### src/common/ts_monitor_defs.svh
`ifndef TS_MONITOR_DEFS_SVH
`define TS_MONITOR_DEFS_SVH

// Transport packet framing
`define TS_PACKET_BYTES 188
`define TS_SYNC_BYTE 8'h47

// Readout word geometry
`define TS_WORD_BYTES 4
`define TS_PACKET_WORDS 47

// Filter table depth
`define TS_PID_SLOTS 4

`endif

### src/common/ts_monitor_pkg.sv
`default_nettype none

package ts_monitor_pkg;

	// Stream and header fields
	typedef logic [7:0] ts_byte_t;
	typedef logic [12:0] pid_t;

	// Register and readout words
	typedef logic [31:0] word_t;
	typedef logic [1:0] slot_t;

	// Positions inside a packet
	typedef logic [7:0] byte_index_t;
	typedef logic [5:0] word_index_t;

	typedef logic [31:0] count_t;

	typedef enum logic [1:0] {
		idle,
		wait_packet,
		stream
	} readout_state_t;

endpackage

`default_nettype wire

### src/common/ts_byte_if.sv
`timescale 1ns/1ps
`default_nettype none

interface ts_byte_if;
	import ts_monitor_pkg::*;

	logic valid;
	ts_byte_t data;
	logic sop;
	// Only meaningful while sop is high
	pid_t pid;

	modport src (
		output valid,
		output data,
		output sop,
		output pid
	);

	modport dst (
		input valid,
		input data,
		input sop,
		input pid
	);

endinterface

`default_nettype wire

### src/hw/ts_pid_table.sv
`timescale 1ns/1ps
`default_nettype none

`include "ts_monitor_defs.svh"

module ts_pid_table (
	input wire logic clk,
	input wire logic rst_n,
	input wire logic pid_write,
	input wire ts_monitor_pkg::slot_t pid_index,
	input wire ts_monitor_pkg::word_t pid_wdata,
	output ts_monitor_pkg::word_t pid_rdata,
	input wire ts_monitor_pkg::pid_t lookup_pid,
	output logic hit
);
	import ts_monitor_pkg::*;

	pid_t slot_pid [`TS_PID_SLOTS];
	logic slot_en [`TS_PID_SLOTS];

	always_ff @(posedge clk) begin
		if (!rst_n) begin
			for (int i = 0; i < `TS_PID_SLOTS; i++) begin
				slot_pid[i] <= '0;
				slot_en[i] <= 1'b0;
			end
		end else begin
			if (pid_write) begin
				slot_pid[pid_index] <= pid_wdata[12:0];
				slot_en[pid_index] <= pid_wdata[16];
			end
		end
	end

	// PID in 12:0, enable in 16
	assign pid_rdata = {15'b0, slot_en[pid_index], 3'b0, slot_pid[pid_index]};

	// Any enabled slot may claim the packet
	always_comb begin
		hit = 1'b0;
		for (int i = 0; i < `TS_PID_SLOTS; i++) begin
			if (slot_en[i] && (slot_pid[i] == lookup_pid)) begin
				hit = 1'b1;
			end
		end
	end

endmodule

`default_nettype wire

### src/ts_capture/ts_header_parser.sv
`timescale 1ns/1ps
`default_nettype none

`include "ts_monitor_defs.svh"

module ts_header_parser (
	input wire logic clk,
	input wire logic rst_n,
	input wire ts_monitor_pkg::ts_byte_t ts_data,
	input wire logic ts_valid,
	input wire logic ts_sync,
	ts_byte_if.src stream
);
	import ts_monitor_pkg::*;

	// Stages one and two of the delay line
	ts_byte_t data_d1;
	ts_byte_t data_d2;
	logic sync_d1;
	logic sync_d2;

	// Stage three is the output register
	ts_byte_t data_q;
	pid_t pid_q;
	logic valid_q;
	logic sop_q;

	logic start;

	// Sync byte two bytes back, so the current byte holds the PID low bits
	assign start = ts_valid && sync_d2 && (data_d2 == `TS_SYNC_BYTE);

	always_ff @(posedge clk) begin
		if (!rst_n) begin
			sync_d1 <= 1'b0;
			sync_d2 <= 1'b0;
			valid_q <= 1'b0;
			sop_q <= 1'b0;
		end else begin
			valid_q <= ts_valid;
			if (ts_valid) begin
				sync_d1 <= ts_sync;
				sync_d2 <= sync_d1;
				sop_q <= start;
			end else begin
				sop_q <= 1'b0;
			end
		end
	end

	// Payload path
	always_ff @(posedge clk) begin
		if (ts_valid) begin
			data_d1 <= ts_data;
			data_d2 <= data_d1;
			data_q <= data_d2;
			pid_q <= {data_d1[4:0], ts_data};
		end
	end

	assign stream.valid = valid_q;
	assign stream.data = data_q;
	assign stream.sop = sop_q;
	assign stream.pid = pid_q;

endmodule

`default_nettype wire

### src/ts_capture/ts_packet_buffer.sv
`timescale 1ns/1ps
`default_nettype none

`include "ts_monitor_defs.svh"

module ts_packet_buffer (
	input wire logic clk,
	input wire logic rst_n,
	ts_byte_if.dst stream,
	input wire logic hit,
	input wire logic match_enable,
	input wire logic hold,
	input wire ts_monitor_pkg::word_index_t read_addr,
	output ts_monitor_pkg::word_t read_word,
	output logic packet_ready,
	output ts_monitor_pkg::count_t matched_count
);
	import ts_monitor_pkg::*;

	word_t mem [`TS_PACKET_WORDS];

	byte_index_t wr_index;
	byte_index_t wr_pos;
	word_index_t wr_word;
	logic [1:0] wr_lane;
	logic capturing;
	logic qualified;
	logic start;
	logic wr_en;

	assign qualified = stream.valid && stream.sop && hit && match_enable;

	// Hold guards only a finished packet, otherwise a waiting readout never gets one
	assign start = qualified && !(hold && packet_ready);

	assign wr_en = start || (stream.valid && !stream.sop && capturing);
	assign wr_pos = start ? '0 : wr_index;
	assign wr_word = word_index_t'(wr_pos / `TS_WORD_BYTES);
	assign wr_lane = wr_pos[1:0];

	always_ff @(posedge clk) begin
		if (!rst_n) begin
			capturing <= 1'b0;
			wr_index <= '0;
			packet_ready <= 1'b0;
			matched_count <= '0;
		end else begin
			if (qualified) begin
				matched_count <= matched_count + 1'b1;
			end

			if (start) begin
				capturing <= 1'b1;
				wr_index <= byte_index_t'(1);
				packet_ready <= 1'b0;
			end else if (stream.valid && stream.sop) begin
				// Cut off by a new start
				capturing <= 1'b0;
			end else if (wr_en) begin
				if (wr_index == byte_index_t'(`TS_PACKET_BYTES - 1)) begin
					capturing <= 1'b0;
					packet_ready <= 1'b1;
				end
				wr_index <= wr_index + 1'b1;
			end
		end
	end

	// Byte lanes, lane 0 is the low byte
	always_ff @(posedge clk) begin
		if (wr_en) begin
			mem[wr_word][wr_lane * 8 +: 8] <= stream.data;
		end
	end

	always_ff @(posedge clk) begin
		read_word <= mem[read_addr];
	end

endmodule

`default_nettype wire

### src/hw/ts_readout.sv
`timescale 1ns/1ps
`default_nettype none

`include "ts_monitor_defs.svh"

module ts_readout (
	input wire logic clk,
	input wire logic rst_n,
	input wire logic pump_request,
	input wire logic packet_ready,
	output logic hold,
	output ts_monitor_pkg::word_index_t read_addr,
	input wire ts_monitor_pkg::word_t read_word,
	output logic out_valid,
	output ts_monitor_pkg::word_t out_data,
	output ts_monitor_pkg::word_index_t out_index,
	output logic readout_done
);
	import ts_monitor_pkg::*;

	localparam word_index_t last_word = word_index_t'(`TS_PACKET_WORDS - 1);

	readout_state_t state;

	always_ff @(posedge clk) begin
		if (!rst_n) begin
			state <= idle;
			hold <= 1'b0;
			read_addr <= '0;
			out_valid <= 1'b0;
			out_index <= '0;
			readout_done <= 1'b0;
		end else begin
			readout_done <= 1'b0;
			case (state)
				idle: begin
					if (pump_request) begin
						state <= wait_packet;
						hold <= 1'b1;
						read_addr <= '0;
					end
				end
				wait_packet: begin
					// Word 0 is already addressed, so data follows next cycle
					if (packet_ready) begin
						state <= stream;
						out_valid <= 1'b1;
						out_index <= '0;
						read_addr <= word_index_t'(1);
					end
				end
				stream: begin
					if (out_index == last_word) begin
						state <= idle;
						out_valid <= 1'b0;
						readout_done <= 1'b1;
						hold <= 1'b0;
					end else begin
						out_index <= out_index + 1'b1;
					end
					if (read_addr != last_word) begin
						read_addr <= read_addr + 1'b1;
					end
				end
				default: begin
					state <= idle;
					hold <= 1'b0;
					out_valid <= 1'b0;
				end
			endcase
		end
	end

	// Read port is registered, one cycle behind read_addr
	assign out_data = read_word;

endmodule

`default_nettype wire

### src/hw/ts_monitor_top.sv
`timescale 1ns/1ps
`default_nettype none

module ts_monitor_top (
	input wire logic clk,
	input wire logic rst_n,
	input wire logic match_enable,
	input wire logic pid_write,
	input wire ts_monitor_pkg::slot_t pid_index,
	input wire ts_monitor_pkg::word_t pid_wdata,
	output ts_monitor_pkg::word_t pid_rdata,
	input wire ts_monitor_pkg::ts_byte_t ts_data,
	input wire logic ts_valid,
	input wire logic ts_sync,
	input wire logic pump_request,
	output logic out_valid,
	output ts_monitor_pkg::word_t out_data,
	output ts_monitor_pkg::word_index_t out_index,
	output logic readout_done,
	output ts_monitor_pkg::count_t matched_count
);
	import ts_monitor_pkg::*;

	logic hit;
	logic hold;
	logic packet_ready;
	word_index_t read_addr;
	word_t read_word;

	ts_byte_if byte_stream ();

	ts_pid_table u_pid_table (
		.clk (clk),
		.rst_n (rst_n),
		.pid_write (pid_write),
		.pid_index (pid_index),
		.pid_wdata (pid_wdata),
		.pid_rdata (pid_rdata),
		.lookup_pid (byte_stream.pid),
		.hit (hit)
	);

	ts_header_parser u_header_parser (
		.clk (clk),
		.rst_n (rst_n),
		.ts_data (ts_data),
		.ts_valid (ts_valid),
		.ts_sync (ts_sync),
		.stream (byte_stream.src)
	);

	ts_packet_buffer u_packet_buffer (
		.clk (clk),
		.rst_n (rst_n),
		.stream (byte_stream.dst),
		.hit (hit),
		.match_enable (match_enable),
		.hold (hold),
		.read_addr (read_addr),
		.read_word (read_word),
		.packet_ready (packet_ready),
		.matched_count (matched_count)
	);

	ts_readout u_readout (
		.clk (clk),
		.rst_n (rst_n),
		.pump_request (pump_request),
		.packet_ready (packet_ready),
		.hold (hold),
		.read_addr (read_addr),
		.read_word (read_word),
		.out_valid (out_valid),
		.out_data (out_data),
		.out_index (out_index),
		.readout_done (readout_done)
	);

endmodule

`default_nettype wire

### config.mk
export PLATFORM = sky130hd
export DESIGN_NAME = ts_monitor_top
export DESIGN_NICKNAME = d
export VERILOG_FILES = /design/src/common/ts_monitor_pkg.sv /design/src/common/ts_byte_if.sv /design/src/hw/ts_pid_table.sv /design/src/ts_capture/ts_header_parser.sv /design/src/ts_capture/ts_packet_buffer.sv /design/src/hw/ts_readout.sv /design/src/hw/ts_monitor_top.sv
export VERILOG_INCLUDE_DIRS = /design/src /design/src/common
export SDC_FILE = /design/constraint.sdc
export NUM_CORES = 2
export LEC_CHECK = 0
export BUFFER_PORTS_ARGS = -buffer_cell sky130_fd_sc_hd__buf_2
export CAP_MARGIN = 40
export CELL_PAD_IN_SITES_DETAIL_PLACEMENT = 1
export CELL_PAD_IN_SITES_GLOBAL_PLACEMENT = 2
export CORE_MARGIN = 3
export CORE_UTILIZATION = 49
export DETAILED_ROUTE_END_ITERATION = 7
export GPL_ROUTABILITY_DRIVEN = 0
export PLACE_DENSITY = 0.82
export SLEW_MARGIN = 20
export SYNTH_ARGS = -nofsm -noshare
export SYNTH_HDL_FRONTEND = slang
export SYNTH_SLANG_ARGS = --single-unit
### constraint.sdc
create_clock -name clk -period 4.9 [get_ports clk]
set_input_delay 0.735 -clock clk [delete_from_list [all_inputs] [get_ports clk]]
set_output_delay 0.735 -clock clk [all_outputs]
set_load 0.005 [all_outputs]
Word-level counts from Yosys, hierarchy flattened
Memory sizes are Yosys's and may differ from the RTL's. A register that Yosys moved wholly into a read port is not among the register bits. Index checks and enable logic that the tools add are counted.

$mul: 0. Reduce and logical (&&, ||, !) cells: 36. Shift operators: 2. Bitwise gates (word level): 4. Magnitude comparators: 0. Divide/modulo/power cells: 0. Multiplexer cells: 41. Eq/ne operators: 16. Add/sub/neg operators: 5.

Operator list (number): 13-bit == test (4); 5-bit negation with 34-bit output (1); 8-bit by 34-bit variable shift with 32-bit output (first input constant) (1); 8-bit by 34-bit indexed part select with 32-bit output (1); 32-bit by 1-bit adder with 32-bit output (second input constant) (1); 32-bit two-way mux (1); 6-bit two-way mux (5); 1-bit two-way mux (23); 6-bit one-hot mux with 3 select lines (1); 3-bit AND reduction (5); 1-bit logical AND (13); 13-bit two-way mux (1); 13-bit OR reduction (1); 6-bit by 1-bit adder with 6-bit output (second input constant) (2); 6-bit one-hot mux with 2 select lines (1); 2-bit two-way mux (5); 2-bit AND reduction (5); 3-bit nonzero test (3); 8-bit by 1-bit adder with 8-bit output (second input constant) (1); 8-bit by 7-bit == test with 1-bit output (second input constant) (1); 8-bit == test (second input constant) (1); 8-bit two-way mux (1); 6-bit == test (second input constant) (1); 2-bit by 1-bit != test with 1-bit output (second input constant) (3); other kinds (14) (22).

Memory bits (writable): 1560. Memories kept: 3. Output and inout bits: 104. Flip-flop bits (word level): 100. Latch bits: 0. ROM bits: 0. Input port bits: 49.

Memory list: u_packet_buffer.mem (depth 47, width 32, read ports 1, clocked after memory_dff 1, write ports 1, RTL line ts_packet_buffer.sv:20) `` word_t mem [`TS_PACKET_WORDS]; ``; u_pid_table.slot_pid (depth 4, width 13, read ports 5, clocked after memory_dff 0, write ports 4, RTL line ts_pid_table.sv:18) `` pid_t slot_pid [`TS_PID_SLOTS]; ``; u_pid_table.slot_en (depth 4, width 1, read ports 5, clocked after memory_dff 0, write ports 4, RTL line ts_pid_table.sv:19) `` logic slot_en [`TS_PID_SLOTS]; ``.

Longest topological paths before layout
An unclocked memory read counts as a cell.

Depth in word-level cells: 14. Gate-level depth with buffers: 14. Mapped depth without buffers: 9.

Hierarchy
A second synthesis with hierarchy kept.

Cell total of the unflattened synthesis: 3816. Area total of the unflattened synthesis: 66968.0 µm².

By module, submodules not included: ts_packet_buffer (cells each 3371, times used 1, area an instance 61572.8 µm²); ts_pid_table (cells each 256, times used 1, area an instance 3278.1 µm²); ts_readout (cells each 147, times used 1, area an instance 1202.4 µm²); ts_header_parser (cells each 42, times used 1, area an instance 914.6 µm²).

Worst setup path before layout
OpenSTA, ideal clock, no wires.

Path kind: flip-flop to flip-flop. From: register u_header_parser.pid_q[10] (netlist: u_header_parser.stream.pid[10]). To: memory u_packet_buffer.mem[0][10] in the netlist's numbering, data pin. Arrival time: 3.383 ns. Required time: 4.577 ns. Buffers on the path: 4. Cell stages (with the launch flop): 13. Slack: 1.193 ns. Cell sequence: edfxtp_1 buf_4 xnor2_1 nand4_1 nor4_2 o41ai_2 buf_4 buf_2 o21ai_0 ha_1 nor2b_1 clkbuf_1 and3_1.

Cells in the longest elaborated chain, start to end: 12. Elaborated cells between the ends (all ways): 18.

RTL lines: start: declaration (RTL line ts_header_parser.sv:24) `pid_t pid_q;`; start signal: assignment (RTL line ts_header_parser.sv:57) `pid_q <= {data_d1[4:0], ts_data};`; 13-bit == test (RTL line ts_pid_table.sv:42) `if (slot_en[i] && (slot_pid[i] == lookup_pid)) begin`; 1-bit logical AND (RTL line ts_pid_table.sv:42); 1-bit two-way mux (3 in series) (RTL line ts_pid_table.sv:42); 1-bit two-way mux * (RTL line ts_pid_table.sv:42); 1-bit logical AND * (2 in series) (RTL line ts_packet_buffer.sv:31) `assign qualified = stream.valid && stream.sop && hit && match_enable;`; 1-bit logical AND * (RTL line ts_packet_buffer.sv:34) `assign start = qualified && !(hold && packet_ready);`; 8-bit two-way mux * (RTL line ts_packet_buffer.sv:37) `assign wr_pos = start ? '0 : wr_index;`; 5-bit negation with 34-bit output * (RTL line ts_packet_buffer.sv:72) `mem[wr_word][wr_lane * 8 +: 8] <= stream.data;`; 8-bit by 34-bit indexed part select with 32-bit output * (RTL line ts_packet_buffer.sv:72); end: declaration (RTL line ts_packet_buffer.sv:20).

Every way passes the cells marked *; elsewhere a longest branch is shown, timed or not.

Final worst setup path
From: register u_header_parser.pid_q[9] (netlist: u_header_parser.stream.pid[9]). To: memory u_packet_buffer.mem[45][8] in the netlist's numbering, data pin.

Same word-level chain as after synthesis.

==> metrics.txt <==
status=completed; setup TNS=0 ps; cell family with most CP delay=simple AND/OR/NAND/NOR gates; Layout fillers=11560; initial DRC count=4158; Post-CTS Setup Bufs=0; Critical Path Stages=10; Crit path arrival time=5010 ps; via count=34000; top cell type by total area after synthesis=edfxtp_1; kind of critical path=reg2reg; DIE WIDTH=373.9 um; register bit count reported by yosys=1679; startpoint types=register; Hold Fails Final Rpt=0; Hold Path Class=in2reg; peak supply drop=0.3050 mV; Pins Over Slew Limit=0; Critical path origin=u_header_parser.stream.pid[9]; drt pass-1 iters=6; Post-route DRC=0; crit path buf inv count=2; Pleak=22.13 nW; CP max stage delay=750 ps; GRT Util Overall=0.2452; slowest stage cell, crit path=nor2b_1; die area=139800 um2; die height=373.9 um; IO Pins=153; Crit Reg-Reg Startpoint=u_header_parser.stream.pid[9]; Clock Root Buffer=clkbuf_16; ys flop type=edfxtp_1; CTS tree=yes; Max Clk Rate=222.2 MHz; Worst EP required=5410 ps; Tmin final=4501 ps; clock skew=29.12 ps; H-tree depth=4; count of flip-flops with a built-in enable after synthesis=1581; Starting Density=0.4951; total gr overflow=0; initial antenna violation count=5; first-pass GRT wire length=250500 um; Syn Inst Count=3286; vias in the first global route=36090; clock latency on the worst-skew pair=810 ps; NumNets Final=3662; R2R Path End=u_packet_buffer.mem[45][8]; CP endpoint=u_packet_buffer.mem[45][8]; syn_area_per_cell=20.19 um2; Max-cap violations=0; CP max FO=47; area post-placement=69800 um2; Reg area=49450 um2; multi-input logic area=15840 um2; Post-CTS Hold Fix Bufs=0; DR vias/cell=6.172; hold path depth=1; Layout area overhead=13.88%; Synth area leaders=edfxtp_1 72%, mux4_2 15%, dfxtp_1 3.0%; cells resized by post-CTS repair=0; register area share after synthesis=0.7453; pwr dens=385.9 nW/um2; final setup violation count=0; Synth cell types=53; PortBufs=116; core area=134000 um2; Max-slew headroom=0.3747; cell area after synthesis=66330 um2; Reg2Reg Setup Slack=400 ps; endpoint class of the critical path=register; post-detail-place hpwl=108000 um; Tcrit/Tclk final=0.9186; CTS Buf Count=170; DRT Wirelength=170500 um; RSZ-0062 raised after global routing=no; Post-DRT Antenna Nets=0; Slew @ Worst Pin=928.2 ps; yosys synthesis warning count=0; ys async rst share=0; clock sinks=1679; Rows=134; post-synth top area share=0.7157; clock slew at reported path FFs=60 ps; CTS max path bufs=3; Hold WS=109.9 ps; most common cell in the synthesized netlist=edfxtp_1; layout cells sized above 1=0.2802; critical-path cell list=xnor2_1 -> nand4_1 -> nor4_2 -> o41ai_4 -> o21a_2 -> inv_2 -> ha_1 -> nor2b_1 -> and3_1 -> buf_4; design area=75530 um2; largest net degree at the start of global routing=88; worst reg-to-reg path cell count=10; routed len/inst=30.96 um; Commonest cells post-synth=1581 x edfxtp_1, 456 x mux4_2, 176 x nor2_1
[cell families (layout without fill, tap and decap cells)]
kind of cell	count (synthesis)	in the layout	synth area share
adder cells (fa/ha/maj)	14	14	0.002641
flip-flops	1679	1679	0.7453
AND/OR/NAND/NOR	606	606	0.04537
buffers and inverters	219	652	0.01701
XOR/XNOR	65	65	0.008583
other	1	22	0.00005654
multiplexers	528	528	0.1657
AO/OA/AOI/OAI	174	174	0.01530
[routing by layer]
metal | vias up | share of wire | track usage
met3 | 294 | 0.076 | 0.05132
met2 | 1500 | 0.50 | 0.4074
met4 | 6 | 0.030 | 0.07655
met5 | - | 0.00020 | 0.002058
met1 | 18200 | 0.39 | 0.3279
li1 | 14000 | - | -
[layout by cell type (no fill, tap or decap), types with 8 or more instances in the layout]
cell type,instances
dfxtp_1,92
edfxtp_1,1581
buf_12,14
buf_4,191
mux2i_1,71
a21oi_1,43
or4_1,17
and3_1,74
nor3_1,23
clkbuf_1,41
o21ai_1,14
or3_1,12
nor2_1,175
xnor2_1,55
buf_2,119
o21ai_0,69
bufinv_16,14
and4_1,8
clkinv_2,24
nor2b_1,16
o21a_1,10
clkbuf_16,173
conb_1,18
nand4_1,23
o31ai_1,19
xor2_1,10
nand2_1,157
a211oi_1,8
mux4_2,456
nand3_1,19
clkinv_1,30
ha_1,14
and2_1,47
[through the flow]
stage                     cells  total power, mW    util  worst slack, ps
after floorplan            3303            16.40       -             1193
after global placement     5154            16.61  0.5197            774.0
after detailed placement   5166            16.65  0.5211            549.2
after CTS                  5475            29.38  0.5619            503.3
after global routing       5504            29.99  0.5638            139.3
final                      5508            29.15  0.5638            399.1
[flip-flops by register name, indices dropped and copies added, names as in the netlist, 6 cells and up]
register / flops
u_packet_buffer.mem: 1504
u_pid_table.slot_pid: 52
u_packet_buffer.matched_count: 32
u_packet_buffer.read_word: 32
u_header_parser.stream.pid: 12
u_header_parser.stream.data: 8
u_packet_buffer.wr_index: 8
u_readout.out_index: 6
u_readout.read_addr: 6
[report_power, final]
part           switching (mW)  internal, mW  leakage (nW)
clock network            5.44          7.36          2.67
registers              0.0792          15.6          14.2
logic                   0.392         0.291          5.25
total                    5.91          23.2          22.1
[worst min-delay path by stage]
stage / start / slack, ps / end
after global routing: ts_data[3] / 80 / u_header_parser.stream.pid[3]
final: ts_data[1] / 110 / u_header_parser.stream.pid[1]
after global placement: u_header_parser.data_d2[6] / 450 / u_header_parser.stream.data[6]
after floorplan: u_header_parser.stream.pid[4] / 420 / u_header_parser.data_d2[4]
after detailed placement: u_header_parser.data_d2[6] / 450 / u_header_parser.stream.data[6]
after CTS: ts_data[3] / 50 / u_header_parser.stream.pid[3]
[area by class of cell]
type,count,area share
clock inverters,88,0.01189
well taps,1768,0.02929
multi-input cells,1405,0.2097
repair buffers,335,0.03320
diodes,4,0.0001325
inverters,8,0.0003976
flip-flops and latches,1679,0.6547
clock buffers,221,0.06063
No activity file was read; power rests on OpenSTA's default activity.
